File: config.mk
export PLATFORM = sky130hd
export DESIGN_NAME = cdr_rx_top
export DESIGN_NICKNAME = d
export VERILOG_FILES = /design/src/logic/cdr_pkg.sv /design/src/logic/cdr_edge_search.sv /design/src/logic/cdr_bit_slice.sv /design/src/logic/cdr_rx_top.sv
export VERILOG_INCLUDE_DIRS = /design/src /design/src/include
export SDC_FILE = /design/constraint.sdc
export NUM_CORES = 1
export LEC_CHECK = 0
export ABC_CLOCK_PERIOD_IN_PS = 4600
export BUFFER_PORTS_ARGS = -buffer_cell sky130_fd_sc_hd__buf_4
export CORE_UTILIZATION = 63
export DETAILED_ROUTE_END_ITERATION = 10
export PLACE_DENSITY = 0.8
export SLEW_MARGIN = 25
export SYNTH_ARGS = -nofsm -noshare
export SYNTH_HDL_FRONTEND = slang
export SYNTH_SLANG_ARGS = --single-unit
File: constraint.sdc
create_clock -name clk_312p5mhz -period 4.6 [get_ports clk_312p5mhz]
set_input_delay 0.23 -clock clk_312p5mhz [delete_from_list [all_inputs] [get_ports clk_312p5mhz]]
set_output_delay 0.23 -clock clk_312p5mhz [all_outputs]
set_load 0.02 [all_outputs]
File: src/include/cdr_macros.svh
`ifndef CDR_MACROS_SVH
`define CDR_MACROS_SVH

//////////////////////////////////////////////////
// Word geometry

// Samples per word at 4x oversampling
`define CDR_SAMPLE_W 16

// Edge flags of this word and the word before it
`define CDR_EDGE_HIST_W 32

// Index of a sample inside one word
`define CDR_PTR_W 4

//////////////////////////////////////////////////
// Recovered data

// At most five bits fit in 16 samples with short runs
`define CDR_DATA_W 5
`define CDR_COUNT_W 3
`define CDR_NUM_SLICES 5

// Set to 1 to flip the polarity of every sample
`define CDR_INVERT 0

`endif

File: src/logic/cdr_pkg.sv
`include "cdr_macros.svh"

package cdr_pkg;

	//////////////////////////////////////////////////
	// Sample word

	// Bit 15 is the earliest sample in time
	typedef logic [`CDR_SAMPLE_W-1:0] sample_word_t;

	//////////////////////////////////////////////////
	// State handed from one bit slice to the next

	typedef struct packed {
		// Samples of the word being sliced
		sample_word_t samples;
		// Flag i set when sample i differs from sample i+1
		logic [`CDR_SAMPLE_W-1:0] edges;
		// Next sampling point
		logic [`CDR_PTR_W-1:0] start;
		// Newest bit in the LSB
		logic [`CDR_DATA_W-1:0] data;
		logic [`CDR_COUNT_W-1:0] count;
		// No sampling point left inside this word
		logic done;
	} slice_state_t;

endpackage

File: src/logic/cdr_edge_search.sv
`timescale 1ns/1ps
`include "cdr_macros.svh"

module cdr_edge_search (
	input logic clk_312p5mhz,
	input logic arst_n,
	input cdr_pkg::sample_word_t samples,
	output cdr_pkg::slice_state_t state
);

	import cdr_pkg::*;

	// Samples after the polarity option
	sample_word_t samples_pol;

	// Flags 31:16 belong to the previous word, 15:0 to this one
	logic [`CDR_EDGE_HIST_W-1:0] edge_hist;

	// Split run seen by the previous word already
	logic run_2p3;
	logic run_6p3;
	// Corrections for an edge at index 12 or 13
	logic round_12;
	logic round_13;

	// Fallback search results
	logic found;
	logic [1:0] edge_phase;

	slice_state_t state_d;
	slice_state_t state_q;

	//////////////////////////////////////////////////
	// Polarity and edge detection

	assign samples_pol = (`CDR_INVERT != 0) ? ~samples : samples;

	// Previous word's flags and its last sample come from the output register
	assign edge_hist[`CDR_EDGE_HIST_W-1:`CDR_SAMPLE_W] = state_q.edges;
	assign edge_hist[`CDR_SAMPLE_W-1] = samples_pol[`CDR_SAMPLE_W-1] ^ state_q.samples[0];
	assign edge_hist[`CDR_SAMPLE_W-2:0] =
		samples_pol[`CDR_SAMPLE_W-2:0] ^ samples_pol[`CDR_SAMPLE_W-1:1];

	//////////////////////////////////////////////////
	// Split run handling near the word boundary

	// Runs of 2+3 or 6+3 were already sliced in the previous word
	assign run_2p3 = (edge_hist[20:15] == '0) && edge_hist[21];
	assign run_6p3 = (edge_hist[24:15] == '0) && edge_hist[25];

	// Runs of 3+3 or 4+3 round up to two bits and 1+3 to one bit
	assign round_12 = !run_2p3 && !run_6p3 &&
		((edge_hist[17:15] == '0) || edge_hist[16]);

	// Runs of 5+2 and 6+2 give two bits and 1+2 gives one
	assign round_13 = (edge_hist[19:14] == '0) || edge_hist[16];

	//////////////////////////////////////////////////
	// First sampling point

	always_comb begin
		found = 1'b0;
		edge_phase = 2'd0;

		// Look back into the previous word, nearest edge first
		for (int i = `CDR_SAMPLE_W; i < `CDR_EDGE_HIST_W - 1; i++) begin
			if (edge_hist[i] && !found) begin
				found = 1'b1;
				edge_phase = 2'(i);
			end
		end

		// Then forward through the rest of this word
		for (int i = `CDR_SAMPLE_W - 5; i >= 0; i--) begin
			if (edge_hist[i] && !found) begin
				found = 1'b1;
				edge_phase = 2'(i);
			end
		end

		state_d = '0;
		state_d.samples = samples_pol;
		state_d.edges = edge_hist[`CDR_SAMPLE_W-1:0];

		// An edge in the first four samples wins
		if (edge_hist[15]) begin
			state_d.start = 4'd14;
		end else if (edge_hist[14]) begin
			state_d.start = 4'd13;
		end else if (edge_hist[13]) begin
			state_d.start = round_13 ? 4'd15 : 4'd12;
		end else if (edge_hist[12]) begin
			state_d.start = round_12 ? 4'd15 : 4'd11;
		end else begin
			// One sample after the edge, modulo 4
			case (edge_phase)
				2'd0: state_d.start = 4'd15;
				2'd1: state_d.start = 4'd12;
				2'd2: state_d.start = 4'd13;
				default: state_d.start = 4'd14;
			endcase
		end
	end

	always_ff @(posedge clk_312p5mhz or negedge arst_n) begin
		if (!arst_n) begin
			state_q <= '0;
		end else begin
			state_q <= state_d;
		end
	end

	assign state = state_q;

endmodule

File: src/logic/cdr_bit_slice.sv
`timescale 1ns/1ps
`include "cdr_macros.svh"

module cdr_bit_slice (
	input logic clk_312p5mhz,
	input logic arst_n,
	input cdr_pkg::slice_state_t state_in,
	output cdr_pkg::slice_state_t state_out
);

	import cdr_pkg::*;

	// Edges at fixed distances behind the sampling point
	logic edge_m1;
	logic edge_m2;
	logic edge_m3;
	logic edge_m4;

	// Sample is taken in this stage
	logic take;
	// Distance to the next sampling point
	logic [2:0] step;

	slice_state_t state_d;

	//////////////////////////////////////////////////
	// Edge lookup

	// Indices below zero fall outside the word and never hold an edge
	assign edge_m1 = (state_in.start >= `CDR_PTR_W'(1)) &&
		state_in.edges[state_in.start - `CDR_PTR_W'(1)];
	assign edge_m2 = (state_in.start >= `CDR_PTR_W'(2)) &&
		state_in.edges[state_in.start - `CDR_PTR_W'(2)];
	assign edge_m3 = (state_in.start >= `CDR_PTR_W'(3)) &&
		state_in.edges[state_in.start - `CDR_PTR_W'(3)];
	assign edge_m4 = (state_in.start >= `CDR_PTR_W'(4)) &&
		state_in.edges[state_in.start - `CDR_PTR_W'(4)];

	// First bit is skipped when an edge follows right after it
	assign take = !state_in.done && !((state_in.count == '0) && edge_m1);

	// Next edge is expected 3 to 5 samples on, else assume 4
	assign step = edge_m2 ? 3'd3 :
		edge_m3 ? 3'd4 :
		edge_m4 ? 3'd5 : 3'd4;

	//////////////////////////////////////////////////
	// Slice one bit

	always_comb begin
		state_d = state_in;
		if (take) begin
			state_d.data = {state_in.data[`CDR_DATA_W-2:0], state_in.samples[state_in.start]};
			state_d.count = state_in.count + `CDR_COUNT_W'(1);
			state_d.start = state_in.start - `CDR_PTR_W'(step);
			// Next point lies in the following word
			state_d.done = state_in.start < `CDR_PTR_W'(step);
		end
	end

	always_ff @(posedge clk_312p5mhz or negedge arst_n) begin
		if (!arst_n) begin
			state_out <= '0;
		end else begin
			state_out <= state_d;
		end
	end

endmodule

File: src/logic/cdr_rx_top.sv
`timescale 1ns/1ps
`include "cdr_macros.svh"

module cdr_rx_top (
	input logic clk_312p5mhz,
	input logic arst_n,
	input cdr_pkg::sample_word_t samples,
	output logic [`CDR_DATA_W-1:0] rx_data,
	output logic [`CDR_COUNT_W-1:0] rx_data_count
);

	import cdr_pkg::*;

	// Entry 0 leaves the edge search, entry N leaves the last slice
	slice_state_t stage_state [0:`CDR_NUM_SLICES];

	//////////////////////////////////////////////////
	// Edge search and first sampling point

	cdr_edge_search edge_search_i (
		.clk_312p5mhz(clk_312p5mhz),
		.arst_n(arst_n),
		.samples(samples),
		.state(stage_state[0])
	);

	//////////////////////////////////////////////////
	// Bit slice chain

	// One bit per stage
	// The fifth stage only fires on short runs
	for (genvar g = 0; g < `CDR_NUM_SLICES; g++) begin : g_slice
		cdr_bit_slice bit_slice_i (
			.clk_312p5mhz(clk_312p5mhz),
			.arst_n(arst_n),
			.state_in(stage_state[g]),
			.state_out(stage_state[g+1])
		);
	end

	//////////////////////////////////////////////////
	// Outputs

	assign rx_data = stage_state[`CDR_NUM_SLICES].data;
	assign rx_data_count = stage_state[`CDR_NUM_SLICES].count;

endmodule

* Yosys cells after proc, flatten, opt, wreduce, memory -nomap -nowiden
Cells that the tools add are included.
** Storage, ports and cells
- Output and inout port bits :: 8
- Input port bits :: 18
- Word-level logic and storage cells :: 345
- Register bits :: 224
** Cells by class
- Bitwise operators :: 2
- Equal/unequal tests :: 2
- Multiplexer cells :: 129
- Reductions and logical operators :: 105
- $add $sub $neg :: 28
- Order comparisons :: 50
** Operator list (number)
- less-than comparator 4 x 5 -> 1 bit, second input constant :: 25
- binary-select mux 1 bit (select 4 bit) :: 25
- logical AND 1 bit :: 58
- two-way mux 1 bit :: 57
- two-way mux 13 bit :: 4
- two-way mux 2 bit :: 26
- greater-or-equal comparator 4 x 2 -> 1 bit, second input constant :: 10
- subtractor 4 x 2 -> 4 bit, second input constant :: 10
- zero test 1 bit :: 36
- two-way mux 3 bit :: 11
- greater-or-equal comparator 4 x 1 -> 1 bit, second input constant :: 5
- greater-or-equal comparator 4 x 3 -> 1 bit, second input constant :: 5
- less-than comparator 4 x 3 -> 1 bit :: 5
- subtractor 4 x 1 -> 4 bit, second input constant :: 5
- subtractor 4 x 3 -> 4 bit, second input constant :: 5
- two-way mux 4 bit :: 4
- subtractor 4 x 3 -> 4 bit :: 4
- zero test 3 bit :: 5
- XOR 15 bit :: 1
- adder 3 x 1 -> 3 bit, second input constant :: 4
- zero test 6 bit :: 2
- zero test 10 bit :: 1
- two-way mux 9 bit :: 1
- case mux 2 bit (3 select lines) :: 1
- 5 further kinds :: 6

* Depth between registers and ports, before layout
- Depth in word-level cells :: 85
- Mapped depth :: 17
- Depth with buffers taken out :: 14

* Modules after synthesis
Synthesis repeated with hierarchy kept, for this count alone.
** Second synthesis, totals
- Cells, all modules :: 953
- Area total of the unflattened synthesis :: 13621.8 µm²
** Modules (own cells, without submodules)
- cdr_bit_slice at g_slice[1].bit_slice_i ... :: cells each 157, instances 3, seq. area each 1126.1 µm², area each 2377.3 µm²
- cdr_bit_slice at g_slice[2].bit_slice_i :: cells each 155, instances 1, seq. area each 1126.1 µm², area each 2393.5 µm²
- cdr_bit_slice at g_slice[0].bit_slice_i :: cells each 158, instances 1, seq. area each 1126.1 µm², area each 2334.7 µm²
- cdr_edge_search :: cells each 169, instances 1, seq. area each 900.9 µm², area each 1761.7 µm²

* Worst setup path after synthesis
Ideal clock, no wire load.
- Path kind :: reg2reg
- From :: register g_slice[1].bit_slice_i.state_out[9] (netlist name)
- To :: register g_slice[2].bit_slice_i.state_out[0] (netlist name)
- Arrival :: 3803 ps
- Setup slack :: 679 ps
- Period minus slack after synthesis :: 3921 ps
- Required time :: 4482 ps
- Path buffers :: 3
- Stages on the path, launching flop included :: 17
- Library setup time :: 118 ps
- Cell sequence :: dfrtp_1 > clkbuf_1 > buf_2 > buf_1 > inv_1 > ha_1 > inv_1 > mux4_2 > nor2_1 > a21oi_1 > o21ai_0 > nand2_1 > ha_1 > fa_1 > nor2b_1 > nor3_1 > a21o_1
** RTL lines
- start: declaration :: RTL line cdr_bit_slice.sv:8 : output cdr_pkg::slice_state_t state_out
- start signal: assignment :: RTL line cdr_bit_slice.sv:65 : state_out <= state_d;
- end signal: assignment :: RTL line cdr_bit_slice.sv:65
- end: declaration :: RTL line cdr_bit_slice.sv:8

==> flow_summary.yaml <==
synth:
  yosysTopAreaCell: "dfrtp_1"
  synth_edf_count: 0
  syn-cell-area_um2: 10500
  ys_warn_count: 0
  synth.avg_cell_area_um2: 14.58
  synth_seq_cells: 211
  ys_seq_area_share_pct: 50.30
  synth_cell_types: 54
  synthFlopType: "dfrtp_1"
  synth_nets: 794
  async_reset_ff_share_pct: 100.0
  synth_common_cells: "dfrtp_1, mux4_2, ha_1, inv_1, nand2_1"
  synthCells: 720
  synth_top_area_share_pct: 50.30
  yosysMostFrequentCell: "dfrtp_1"
  synth_area_leaders: "dfrtp_1, mux4_2, ha_1"
grt:
  grt_pass1_wl_um: 35930
  grt_max_degree: 151
  grt_pass1_vias: 6758
  grt-ovfl-total: 0
  antenna_found_initial: 0
  grt_use_total_pct: 28.25
layout:
  multi_input_area_um2: 4901
  register_area_um2: 5280
  n_fill_cell: 942
  fin_nets: 837
  n_antenna_cell: 0
  post-route-util_pct: 73.53
  final_layout_size_suffix_gt1_share_pct: 24.55
  stdcell_area_um2: 11810
  syn2layout_area_growth_pct: 12.48
timing:
  rsz0062_at_grt: "no"
  setup_tns_ns: 0
  final.setup_skew_ns: 0.01171
  drv_slew: 0
  timing.final.crit_share_pct: 84.04
  hold_viol_final: 0
  timing.final.ws_setup_ns: 0.7341
  max-slew-margin-rel_pct: 45.38
  period_needed_ns: 3.866
  tightest_slew_ns: 0.8193
  setup_viol: 0
  fmax_ghz: 0.2587
  hold_ws_ns: 0.2506
critical_path:
  crit_arrival_ns: 4.26
  slowest_delay_ns: 0.87
  crit_path_cell_trace: "inv_1, ha_1, inv_1, mux4_2, nor2_1, a21oi_1, o21ai_0, nand2_1, ha_1, fa_1, nor2b_1, nor3_1, a21o_1"
  critical_path_class: "reg -> reg"
  cp_slowest_cell: "dfrtp_1"
  crit_path_end_kind: "flip-flop"
  r2r-start: "g_slice[1].bit_slice_i.state_out[9]$_DFF_PN0_"
  ff2ff_path_depth: 13
  r2r_slack_ns: 0.73
  critPathMaxFanout: 17
  critPathRequiredTime_ns: 5.00
  start_kind: "flip-flop"
  r2r_end: "g_slice[2].bit_slice_i.state_out[0]$_DFF_PN0_"
floorplanning:
  ios: 26
  die_area_um2: 17180
  core-area_um2: 16060
  fp-row-count: 46
  chipWidth_um: 131.1
  initial_utilization_pct: 65.37
  die_y_um: 131.1
clocking:
  clock-sinks: 211
  post_cts_resized: 0
  cts-root-buf: "clkbuf_16"
  cts_buffers: 23
  clockBufferDepth: 3
  insertion_delay_ns: 0.51
  cts_tree: "done"
  htreeDepth: 1
  path_clk_slew_ns: 0.06
detailed_routing:
  wl_per_cell_um: 22.25
  drt-met1-wl_um: 8168
  drt-vias-per-instance: 6.411
  drcViolationCount: 0
  met3_length_um: 1180
  routed-wl-met2_um: 11660
  ant_nets: 0
  drtIter0Drc: 511
  wirelength_um: 22110
  vias: 6373
  routed.top_layer: "met4"
  firstDrtPassIters: 5
power_and_ir_drop:
  peakVddDrop_v: 0.0003441
  power_leakage_uw: 0.005125
  power-per-cell-area_nw_per_um2: 715.7
run:
  drv_cap: 0
place:
  port_buffers: 25
  place_area_um2: 10900
  post-place-ws_ns: 0.7333
  dp_hpwl_um: 15150
  place.gp.congestion: 0.9087
worst_hold_path:
  hold_path_class: "in -> async"
run_status:
  status: "complete, no violations"
placed cells by master (no fill, tap or decap), types with 3 or more instances in the layout:
master	n
a21boi_0	4
a211oi_1	5
buf_4	32
xor2_1	24
a221oi_1	3
clkinvlp_4	3
xnor2_1	25
mux2i_1	23
nor4_1	5
clkbuf_8	4
clkbuf_1	5
mux2_2	20
clkinv_2	3
nand2_1	27
a21o_1	4
fa_1	4
nand4_1	4
nor2_1	16
o21ai_0	20
nor2b_1	16
nand3_1	12
mux4_1	3
ha_1	52
mux4_2	95
dfrtp_1	211
nor3_1	9
dlygate4sd3_1	17
a21oi_1	17
clkbuf_16	23
o21a_1	3
inv_1	48
and2_1	7
registers in the layout, indices dropped and copies added (netlist names):
register                       flops
edge_search_i.state               36
g_slice.bit_slice_i.state_out    175
worst max path at each step:
stage / cells after the start / slack (ns) / start / to
6_report: 13 / 0.73 / g_slice[1].bit_slice_i.state_out[9]$_DFF_PN0_ / g_slice[2].bit_slice_i.state_out[0]$_DFF_PN0_
5_1_grt: 13 / 0.52 / g_slice[1].bit_slice_i.state_out[9]$_DFF_PN0_ / g_slice[2].bit_slice_i.state_out[0]$_DFF_PN0_
4_1_cts: 8 / 0.72 / g_slice[2].bit_slice_i.state_out[11]$_DFF_PN0_ / g_slice[3].bit_slice_i.state_out[2]$_DFF_PN0_
3_5_place_dp: 8 / 0.73 / g_slice[2].bit_slice_i.state_out[11]$_DFF_PN0_ / g_slice[3].bit_slice_i.state_out[2]$_DFF_PN0_
3_3_place_gp: 8 / 0.92 / g_slice[2].bit_slice_i.state_out[11]$_DFF_PN0_ / g_slice[3].bit_slice_i.state_out[4]$_DFF_PN0_
2_1_floorplan: 16 / 0.68 / g_slice[1].bit_slice_i.state_out[9]$_DFF_PN0_ / g_slice[2].bit_slice_i.state_out[0]$_DFF_PN0_
where the power goes:
| part | switching, µW | internal, µW | leakage [µW] |
|---|---|---|---|
| Clock | 730 | 1030 | 0.000351 |
| Sequential | 437 | 2190 | 0.00248 |
| Combinational | 1890 | 2170 | 0.00229 |
critical path: cells and delay by family, from the launching register on:
kind                       cells  cell delay, ns
DFF                            1            0.87
AOI/OAI and AO/OA              3            0.43
and+or+nand+nor                4            0.41
adders and majority gates      3            1.10
muxes                          1            0.54
buffers and inverters          2            0.38
repair_timing:
action / in CTS / in global routing
hold endpoints to repair: 87 / 0
setup buffers: 0 / 0
hold buffers: 17 / 0
logic make-up (layout without fill, tap and decap cells):
logic type	Yosys count	count (layout)	synth area share (%)
adder cells (fa/ha/maj)	56	56	6.961
AND/OR/NAND/NOR	106	106	5.173
buffers and inverters	81	139	3.075
multiplexers	141	141	25.47
AO/OA/AOI/OAI	75	75	4.899
flip-flops	211	211	50.30
other	1	1	0.03572
XOR/XNOR	49	49	4.088
cell type report:
cell class              count  area share, %
flip-flops and latches    211          44.72
multi-input cells         428          41.51
clock buffers              31          5.383
repair buffers             51          3.762
well taps                 216          2.289
inverters                  48          1.526
clock inverters             9         0.8159
metal layers:
layer  vias to the layer above  track usage, %
met2                       267           50.14
met3                        78           3.977
li1                       2739               -
met4                         0           14.47
met1                      3289           33.96
met5                         -               0
through the flow:
| stage | power [µW] | std cells |
|---|---|---|
| global route | 8985 | 994 |
| detailed placement | 6635 | 937 |
| floorplan | 5733 | 720 |
| CTS | 8469 | 994 |
| finish | 8451 | 994 |
| global placement | 6451 | 937 |
No activity file was read; power rests on OpenSTA's default activity.
